**src/include/motor_settings.svh**
```systemverilog
`ifndef MOTOR_SETTINGS_SVH
`define MOTOR_SETTINGS_SVH

// step period in clock cycles
`define STEP_PERIOD_W 10

// duty and pwm counter share this width, so one pwm period is 2**DUTY_W cycles
`define DUTY_W 8

// commutation floor in clock cycles
`define MIN_STEP_PERIOD 64

`endif

```
**src/motorPkg.sv**
```systemverilog
`include "motor_settings.svh"

package motorPkg;

    typedef logic [`STEP_PERIOD_W-1:0] stepPeriodT;
    typedef logic [`DUTY_W-1:0] dutyT;

    // bit 0 is phase a, bit 1 phase b, bit 2 phase c
    typedef logic [2:0] legSelT;

    localparam legSelT LEG_NONE = 3'b000;
    localparam legSelT LEG_A = 3'b001;
    localparam legSelT LEG_B = 3'b010;
    localparam legSelT LEG_C = 3'b100;

    // bridge states are named high side first, then low side
    typedef enum logic [2:0] {
        IDLE,
        AB,
        AC,
        BC,
        BA,
        CA,
        CB
    } commStateT;

endpackage

```
**src/commandLatch.sv**
```systemverilog
`include "motor_settings.svh"

module commandLatch (
    input  logic               clk,
    input  logic               nRst,
    input  logic               run,
    input  logic               reverse,
    input  motorPkg::stepPeriodT stepPeriod,
    input  motorPkg::dutyT     duty,
    output logic               runQ,
    output logic               reverseQ,
    output motorPkg::stepPeriodT periodQ,
    output motorPkg::dutyT     dutyQ
);

    localparam motorPkg::stepPeriodT MinPeriod = motorPkg::stepPeriodT'(`MIN_STEP_PERIOD);

    motorPkg::stepPeriodT clampedPeriod;

    // never let the bridge commutate faster than the floor
    always_comb begin
        if (stepPeriod < MinPeriod) begin
            clampedPeriod = MinPeriod;
        end else begin
            clampedPeriod = stepPeriod;
        end
    end

    always_ff @(posedge clk or negedge nRst) begin
        if (!nRst) begin
            runQ <= 1'b0;
            reverseQ <= 1'b0;
            periodQ <= MinPeriod;
            dutyQ <= '0;
        end else begin
            runQ <= run;
            reverseQ <= reverse;
            periodQ <= clampedPeriod;
            dutyQ <= duty;
        end
    end

endmodule

```
**src/stepTimer.sv**
```systemverilog
module stepTimer (
    input  logic                 clk,
    input  logic                 nRst,
    input  logic                 runQ,
    input  motorPkg::stepPeriodT periodQ,
    output logic                 stepTick
);

    motorPkg::stepPeriodT count;
    motorPkg::stepPeriodT lastCount;
    logic atEnd;

    // periodQ is clamped upstream, so it is never zero while running
    assign lastCount = periodQ - motorPkg::stepPeriodT'(1);

    // a shortened period can leave the count past the new end,
    // which then wraps on the next cycle instead of running around
    assign atEnd = (count >= lastCount);

    assign stepTick = runQ && atEnd;

    always_ff @(posedge clk or negedge nRst) begin
        if (!nRst) begin
            count <= '0;
        end else if (!runQ) begin
            count <= '0;
        end else if (atEnd) begin
            count <= '0;
        end else begin
            count <= count + motorPkg::stepPeriodT'(1);
        end
    end

endmodule

```
**src/commutator.sv**
```systemverilog
module commutator (
    input  logic             clk,
    input  logic             nRst,
    input  logic             runQ,
    input  logic             reverseQ,
    input  logic             stepTick,
    output motorPkg::legSelT highSel,
    output motorPkg::legSelT lowSel
);

    motorPkg::commStateT state;
    motorPkg::commStateT stateNext;

    // one position along AB, AC, BC, BA, CA, CB in either direction
    function automatic motorPkg::commStateT stepState(
        input motorPkg::commStateT cur,
        input logic rev
    );
        motorPkg::commStateT nxt;
        case (cur)
            motorPkg::AB: nxt = rev ? motorPkg::CB : motorPkg::AC;
            motorPkg::AC: nxt = rev ? motorPkg::AB : motorPkg::BC;
            motorPkg::BC: nxt = rev ? motorPkg::AC : motorPkg::BA;
            motorPkg::BA: nxt = rev ? motorPkg::BC : motorPkg::CA;
            motorPkg::CA: nxt = rev ? motorPkg::BA : motorPkg::CB;
            motorPkg::CB: nxt = rev ? motorPkg::CA : motorPkg::AB;
            default: nxt = motorPkg::AB;
        endcase
        return nxt;
    endfunction

    always_comb begin
        if (!runQ) begin
            stateNext = motorPkg::IDLE;
        end else if (state == motorPkg::IDLE) begin
            stateNext = motorPkg::AB;
        end else if (stepTick) begin
            stateNext = stepState(state, reverseQ);
        end else begin
            stateNext = state;
        end
    end

    always_ff @(posedge clk or negedge nRst) begin
        if (!nRst) begin
            state <= motorPkg::IDLE;
        end else begin
            state <= stateNext;
        end
    end

    // high side leg first, low side leg second
    always_comb begin
        case (state)
            motorPkg::AB: begin
                highSel = motorPkg::LEG_A;
                lowSel = motorPkg::LEG_B;
            end
            motorPkg::AC: begin
                highSel = motorPkg::LEG_A;
                lowSel = motorPkg::LEG_C;
            end
            motorPkg::BC: begin
                highSel = motorPkg::LEG_B;
                lowSel = motorPkg::LEG_C;
            end
            motorPkg::BA: begin
                highSel = motorPkg::LEG_B;
                lowSel = motorPkg::LEG_A;
            end
            motorPkg::CA: begin
                highSel = motorPkg::LEG_C;
                lowSel = motorPkg::LEG_A;
            end
            motorPkg::CB: begin
                highSel = motorPkg::LEG_C;
                lowSel = motorPkg::LEG_B;
            end
            default: begin
                highSel = motorPkg::LEG_NONE;
                lowSel = motorPkg::LEG_NONE;
            end
        endcase
    end

endmodule

```
**src/pwmGen.sv**
```systemverilog
module pwmGen (
    input  logic           clk,
    input  logic           nRst,
    input  motorPkg::dutyT dutyQ,
    output logic           pwmOn
);

    motorPkg::dutyT pwmCount;

    // free running, wraps every 256 cycles
    always_ff @(posedge clk or negedge nRst) begin
        if (!nRst) begin
            pwmCount <= '0;
        end else begin
            pwmCount <= pwmCount + motorPkg::dutyT'(1);
        end
    end

    // edge aligned, on at the start of each period
    // duty 0 never turns on, full scale leaves one off cycle
    assign pwmOn = (pwmCount < dutyQ);

endmodule

```
**src/gateDriver.sv**
```systemverilog
module gateDriver (
    input  logic             clk,
    input  logic             nRst,
    input  logic             pwmOn,
    input  motorPkg::legSelT highSel,
    input  motorPkg::legSelT lowSel,
    output logic             aHp,
    output logic             bHp,
    output logic             cHp,
    output logic             aLn,
    output logic             bLn,
    output logic             cLn
);

    motorPkg::legSelT highOn;
    motorPkg::legSelT lowOn;

    // both sides of the active pair are chopped together
    assign highOn = highSel & {3{pwmOn}};
    assign lowOn = lowSel & {3{pwmOn}};

    always_ff @(posedge clk or negedge nRst) begin
        if (!nRst) begin
            aHp <= 1'b0;
            bHp <= 1'b0;
            cHp <= 1'b0;
            // low side drivers are active low, so 1 is off
            aLn <= 1'b1;
            bLn <= 1'b1;
            cLn <= 1'b1;
        end else begin
            aHp <= highOn[0];
            bHp <= highOn[1];
            cHp <= highOn[2];
            aLn <= ~lowOn[0];
            bLn <= ~lowOn[1];
            cLn <= ~lowOn[2];
        end
    end

endmodule

```
**src/motorDriveTop.sv**
```systemverilog
module motorDriveTop (
    input  logic                 clk,
    input  logic                 nRst,
    input  logic                 run,
    input  logic                 reverse,
    input  motorPkg::stepPeriodT stepPeriod,
    input  motorPkg::dutyT       duty,
    output logic                 aHp,
    output logic                 bHp,
    output logic                 cHp,
    output logic                 aLn,
    output logic                 bLn,
    output logic                 cLn
);

    logic runQ;
    logic reverseQ;
    motorPkg::stepPeriodT periodQ;
    motorPkg::dutyT dutyQ;
    logic stepTick;
    logic pwmOn;
    motorPkg::legSelT highSel;
    motorPkg::legSelT lowSel;

    commandLatch uCommandLatch (
        .clk(clk),
        .nRst(nRst),
        .run(run),
        .reverse(reverse),
        .stepPeriod(stepPeriod),
        .duty(duty),
        .runQ(runQ),
        .reverseQ(reverseQ),
        .periodQ(periodQ),
        .dutyQ(dutyQ)
    );

    stepTimer uStepTimer (
        .clk(clk),
        .nRst(nRst),
        .runQ(runQ),
        .periodQ(periodQ),
        .stepTick(stepTick)
    );

    commutator uCommutator (
        .clk(clk),
        .nRst(nRst),
        .runQ(runQ),
        .reverseQ(reverseQ),
        .stepTick(stepTick),
        .highSel(highSel),
        .lowSel(lowSel)
    );

    pwmGen uPwmGen (
        .clk(clk),
        .nRst(nRst),
        .dutyQ(dutyQ),
        .pwmOn(pwmOn)
    );

    gateDriver uGateDriver (
        .clk(clk),
        .nRst(nRst),
        .pwmOn(pwmOn),
        .highSel(highSel),
        .lowSel(lowSel),
        .aHp(aHp),
        .bHp(bHp),
        .cHp(cHp),
        .aLn(aLn),
        .bLn(bLn),
        .cLn(cLn)
    );

endmodule

```
**config.mk**
```make
export PLATFORM = sky130hd
export DESIGN_NAME = motorDriveTop
export DESIGN_NICKNAME = d
export VERILOG_FILES = /design/src/motorPkg.sv /design/src/commandLatch.sv /design/src/stepTimer.sv /design/src/commutator.sv /design/src/pwmGen.sv /design/src/gateDriver.sv /design/src/motorDriveTop.sv
export VERILOG_INCLUDE_DIRS = /design/src /design/src/include
export SDC_FILE = /design/constraint.sdc
export NUM_CORES = 1
export LEC_CHECK = 0
export ABC_AREA = 1
export ABC_CLOCK_PERIOD_IN_PS = 2250
export BUFFER_PORTS_ARGS = -buffer_cell sky130_fd_sc_hd__clkbuf_2
export CORE_UTILIZATION = 45
export CTS_CLUSTER_DIAMETER = 80
export DETAILED_ROUTE_END_ITERATION = 7
export PLACE_DENSITY = 0.66
export SYNTH_ARGS = -nofsm -noshare
export SYNTH_HDL_FRONTEND = slang
export SYNTH_SLANG_ARGS = --single-unit
```
**constraint.sdc**
```tcl
create_clock -name clk -period 2.25 [get_ports clk]
set_clock_uncertainty 0.2 [all_clocks]
set_input_delay 0.1125 -clock clk [delete_from_list [all_inputs] [get_ports clk]]
set_output_delay 0.1125 -clock clk [all_outputs]
set_load 0.01 [all_outputs]
```
Word-level counts from Yosys, hierarchy flattened
Cells that the tools add are included.
{ "op_classes": {"addsub": 3, "order_cmp": 3, "eq_ne": 7, "mux": 15, "bitwise_logic": 5, "reduce_logical": 8} }
{ "ops": {"columns": ["operator", "n"], "rows": [
  ["$mux 10", 3],
  ["$mux 3", 7],
  ["$pmux 3 s3", 2],
  ["$pmux 3 s6", 1],
  ["$reduce_or 2->1", 6],
  ["$add 10x1->10 const B", 1],
  ["$ge 10x10->1", 1],
  ["$lt 10x7->1 const B", 1],
  ["$sub 10x1->10 const B", 1],
  ["$eq 3x3->1 const B", 3],
  ["$add 8x1->8 const B", 1],
  ["$lt 8x8->1", 1],
  ["$and 3x3->3", 2],
  ["$eq 3x2->1 const B", 2],
  ["$mux 2", 2],
  ["$eq 3x1->1 const B", 1],
  ["$logic_not 3->1", 1],
  ["$ne 3x2->1 const B", 1],
  ["$not 1->1", 3],
  ["$logic_and 1x1->1", 1]
]} }
{ "word_totals": {"register_bits": 47, "inputBits": 22, "wordCells": 54} }

Longest topological paths before layout
{ "depth": {"ltp_word": 6, "depth_mapped": 15} }

By module
From an unflattened synthesis, not the netlist that was laid out.
{ "unflattened": {"cells_unflattened": 273, "area_unflattened_um2": 2429.8} }
{ "by_module_without_submodules": {"columns": ["mod", "n_inst", "cells_each", "area_per_inst_um2", "seq_area_each_um2"], "rows": [
  ["stepTimer", 1, 118, 895.9, 250.2],
  ["commandLatch", 1, 40, 589.3, 501.7],
  ["pwmGen", 1, 55, 499.2, 200.2],
  ["commutator", 1, 45, 257.7, 75.1],
  ["gateDriver", 1, 15, 187.7, 153.9]
]} }

Worst setup path before layout
Ideal clock, no wire load.
{ "synth_path": {"path_type": "flip-flop to flip-flop", "startpoint": "register uCommandLatch.periodQ[0]", "endpoint": "register uStepTimer.count[9]", "arrival_time_ps": 2107, "slack_ps": -126, "path_stages_with_launch": 15, "n_path_buf": 0, "synth_period_minus_slack_ps": 2376, "cell_sequence": "dfrtp_1 -> inv_1 -> ha_1 -> nand3_1 -> nor3_2 -> nand3b_1 -> xor2_1 -> ha_1 -> nand2_2 -> inv_2 -> a21oi_4 -> nand2_2 -> nor2_4 -> nand2_4 -> nor2_2"} }
{ "synth_via": {"elab_chain_len": 4} }
{ "synth_lines": {"columns": ["element", "line_no", "rtl"], "rows": [
  ["from (decl)", "commandLatch.sv:12", "output motorPkg::stepPeriodT periodQ,"],
  ["from (signal assigned)", "commandLatch.sv:33", "periodQ <= MinPeriod;"],
  ["from (signal assigned)", "commandLatch.sv:38", "periodQ <= clampedPeriod;"],
  ["$sub 10x1->10", "stepTimer.sv:14", "assign lastCount = periodQ - motorPkg::stepPeriodT'(1);"],
  ["$ge 10x10->1", "stepTimer.sv:18", "assign atEnd = (count >= lastCount);"],
  ["$mux 10", "stepTimer.sv:27", "end else if (atEnd) begin"],
  ["$mux 10", "stepTimer.sv:25", "end else if (!runQ) begin"],
  ["to (signal assigned)", "stepTimer.sv:30", "count <= count + motorPkg::stepPeriodT'(1);"],
  ["to (decl)", "stepTimer.sv:9", "motorPkg::stepPeriodT count;"]
]} }
No other way between the ends.
A chain may end at the register's enable or synchronous reset.

Final worst setup path
{ "layout_path": {"startpoint": "register uCommandLatch.periodQ[0]", "endpoint": "register uStepTimer.count[1]"} }
Same word-level chain as after synthesis.

==> results.sh <==
export IMPL_status="finished with violations"
export IMPL_violations="setup timing"
export IMPL_core_area_sq_um=5200
export IMPL_antenna_found_initial=0
export IMPL_die_area_sq_um=5770
export IMPL_cp_start_kind="flop"
export IMPL_fillCellCount=449
export IMPL_final_cells=410
export IMPL_yosys_top_cells_area="dfrtp_1, ha_1, nand2_1, inv_1, xor2_1"
export IMPL_hp_class="primary input to asynchronous set/reset pin"
export IMPL_hold_viol_final=0
export IMPL_worst_ir_drop_vdd_mv=0.425
export IMPL_setup_ws_ns=-0.157
export IMPL_synth_edf_count=0
export IMPL_r2r_start="uCommandLatch.periodQ[0]"
export IMPL_min_period_ns=2.41
export IMPL_regToRegEndpoint="uStepTimer.count[1]"
export IMPL_synth_compound_area_share=0.0361
export IMPL_pre_cts_slack_ns=-0.293
export IMPL_start_util=0.473
export IMPL_synth_common_cells="nand2_1, dfrtp_1, inv_1"
export IMPL_synth_distinct_cells=28
export IMPL_reg2regPathDepth=14
export IMPL_synth_seq_cells=47
export IMPL_synth_adder_area_share=0.102
export IMPL_arrival_ns=2.43
export IMPL_cp_max_fo=8
export IMPL_cts_sinks=47
export IMPL_synth_most_common_cell="nand2_1"
export IMPL_synth_top_cell_by_area="dfrtp_1"
export IMPL_synth_ff_type="dfrtp_1"
export IMPL_r2r_slack_ns=-0.16
export IMPL_vias=1872
export IMPL_synth_cells=266
export IMPL_fmax_mhz=415
export IMPL_ys_warn_count=0
export IMPL_finalCritPeriodShare=1.07
export IMPL_power_density_nw_per_um2=538
export IMPL_worstSetupPathType="flop to flop"
export IMPL_yosysTopAreaCellShare=0.437
export IMPL_gp_congestion=0.789
export IMPL_async_flop_share=1.00
export IMPL_track_usage=0.166
export IMPL_maxCapViolCount=0
export IMPL_drive_above_1_share=0.271
export IMPL_synthSimpleGateAreaFrac=0.241
export IMPL_grt_max_degree=29
export IMPL_grt_overflow=0
export IMPL_drt_first_pass_iters=4
export IMPL_drtAntennaViolNets=0
export IMPL_grt_pass1_vias=1865
export IMPL_postPlaceCellArea_sq_um=2740
export IMPL_portBuffers=27
export IMPL_final_area_sq_um=3240
export IMPL_synth_xor_area_frac=0.0675
export IMPL_layout_nets=381
export IMPL_grt_pass1_wl_mm=7.69
export IMPL_seq_area_frac_synth=0.479
export IMPL_die_x_um=76.0
export IMPL_die_h_um=76.0
export IMPL_drt_iter0_drc=76
export IMPL_diodes=0
export IMPL_clock_path_buffers=2
export IMPL_htreeDepth=2
export IMPL_placementRows=26
export IMPL_viasPerCell=4.57
export IMPL_maxSlewHeadroom=0.555
export IMPL_clkSlewWorstSetupHoldPaths_ns=0.09
export IMPL_synth_nets=308
export IMPL_drc=0
export IMPL_syn_area_sq_um=2460
export IMPL_worstPathRequired_ns=2.28
export IMPL_wl_per_cell_um=10.4
export IMPL_p_leak_nw=1.67
export IMPL_rsz0062_at_grt="yes"
export IMPL_synth_top_family_by_area="simple AND/OR/NAND/NOR gates"
export IMPL_synthToLayoutAreaGrowth_pct=31.7
export IMPL_io_pins=28
export IMPL_synthMuxAreaShare=0
export IMPL_post_route_util=0.623
export IMPL_root_buffer="clkbuf_8"
export IMPL_post_dp_hpwl_mm=3.03
export IMPL_end_kind="flop"
export IMPL_wirelength_mm=4.27
export IMPL_worstSkewPairLatency_ns=0.29
export IMPL_cts_buffers=5
export IMPL_power_w=0.00175
export IMPL_dp_cells=367
export IMPL_final_max_slew_viol_count=0
export IMPL_worst_pin_slew_ns=0.667
export IMPL_cts_tree="done"
export IMPL_finalSetupViolCount=12
export IMPL_syn_mean_instance_area_sq_um=9.26
metrics by stage:
step	hold WS [ns]	TNS (ns)
floorplan	-0.383	-0.920
global placement	-0.0283	-2.12
detailed placement	-0.0117	-3.28
CTS	0.197	-1.46
global route	0.241	-3.93
finish	0.175	-1.53
worst max-delay path, cell delays in order (launching register included):
cell and delay (ns):
dfrtp_1 0.41, inv_2 0.08, ha_4 0.14, nand3_4 0.07, nor3_4 0.12, nand3b_1 0.11
xor2_1 0.15, ha_1 0.31, nand2_4 0.09, inv_2 0.05, a21oi_4 0.15, nand2_2 0.08
nor2_4 0.12, nand2_4 0.13, nor2_2 0.13
layer usage:
layer / vias to the layer above / global-route usage / routed length (um)
li1: 980 / - / -
met1: 859 / 0.201 / 1970
met2: 24 / 0.294 / 2130
met3: 9 / 0.0347 / 101
met4: 0 / 0.0558 / 63
met5: - / 0 / 0
power by group:
part | leakage (nW) | internal, W | switching (W)
Sequential | 0.580 | 0.000880 | 0.0000261
Clock | 0.0514 | 0.000331 | 0.000268
Combinational | 1.04 | 0.000119 | 0.000121
Total | 1.67 | 0.00133 | 0.000415
kinds of logic (layout without fill, tap and decap cells):
kind of cell / count (synthesis) / after routing
AND/OR/NAND/NOR: 118 / 118
AO/OA/AOI/OAI: 13 / 13
flip-flops: 47 / 47
XOR/XNOR: 19 / 19
adder cells (fa/ha/maj): 20 / 20
buffers and inverters: 49 / 123
cell usage in the layout, fill, tap and decap left out:
| cell | n |
|---|---|
| nor2_4 | 6 |
| dlygate4sd3_1 | 27 |
| nor3_1 | 1 |
| nand3_2 | 1 |
| nand2_4 | 2 |
| inv_1 | 40 |
| inv_2 | 6 |
| nor3_4 | 1 |
| buf_4 | 15 |
| a21oi_2 | 1 |
| a21oi_1 | 7 |
| nand4_1 | 4 |
| ha_1 | 18 |
| or2_2 | 1 |
| xor2_1 | 14 |
| nor2_1 | 19 |
| o21a_1 | 2 |
| a31o_2 | 1 |
| clkbuf_1 | 1 |
| nand2_2 | 6 |
| xnor2_1 | 5 |
| clkinvlp_4 | 1 |
| nor2_2 | 7 |
| nand3b_1 | 1 |
| dfstp_2 | 4 |
| nor3_2 | 2 |
| nor4_4 | 1 |
| nand3_4 | 1 |
| ha_4 | 2 |
| a21oi_4 | 1 |
| nand2_1 | 42 |
| bufinv_16 | 1 |
| clkbuf_8 | 5 |
| dfrtp_1 | 43 |
| clkbuf_2 | 27 |
| nand3_1 | 23 |
| o21ai_0 | 1 |
flip-flops by register name (all words and copies together), names as in the netlist:
register	flops
uGateDriver.bLn	1
uGateDriver.cLn	1
uStepTimer.count	10
uGateDriver.aHp	1
uGateDriver.bHp	1
uCommutator.state	3
uPwmGen.pwmCount	8
uGateDriver.aLn	1
uCommandLatch.dutyQ	8
uCommandLatch.periodQ	10
uGateDriver.cHp	1
uCommandLatch.runQ	1
uCommandLatch.reverseQ	1
worst max path at each step:
stage                     cells after the start                     start  slack (ns)                  end
after floorplan                              14  uCommandLatch.periodQ[0]        -0.1  uStepTimer.count[0]
after global placement                       14  uCommandLatch.periodQ[0]       -0.19  uStepTimer.count[6]
after detailed placement                     14  uCommandLatch.periodQ[0]       -0.29  uStepTimer.count[1]
after CTS                                    14  uCommandLatch.periodQ[0]       -0.14  uStepTimer.count[1]
after global routing                         15  uCommandLatch.periodQ[1]       -0.34  uStepTimer.count[1]
final                                        14  uCommandLatch.periodQ[0]       -0.16  uStepTimer.count[1]
timing repair:
item / 4_1_cts / 5_1_grt
setup buffers: 8 / 0
pin swaps: 11 / 1
resized for setup: 8 / 7
setup endpoints to repair: 13 / 13
endpoints found under the hold margin: 42 / 0
hold buffers: 27 / 0
layout make-up:
cell class,instances,area [sq um],share of cell area
clock buffer,6,72.6,0.0224
clock inverter,2,37.5,0.0116
inverter,46,173,0.0532
multi-input combinational,170,1170,0.362
sequential,47,1180,0.364
tap,70,87.6,0.0270
timing repair buffer,69,518,0.160
No activity file was read; power rests on OpenSTA's default activity.
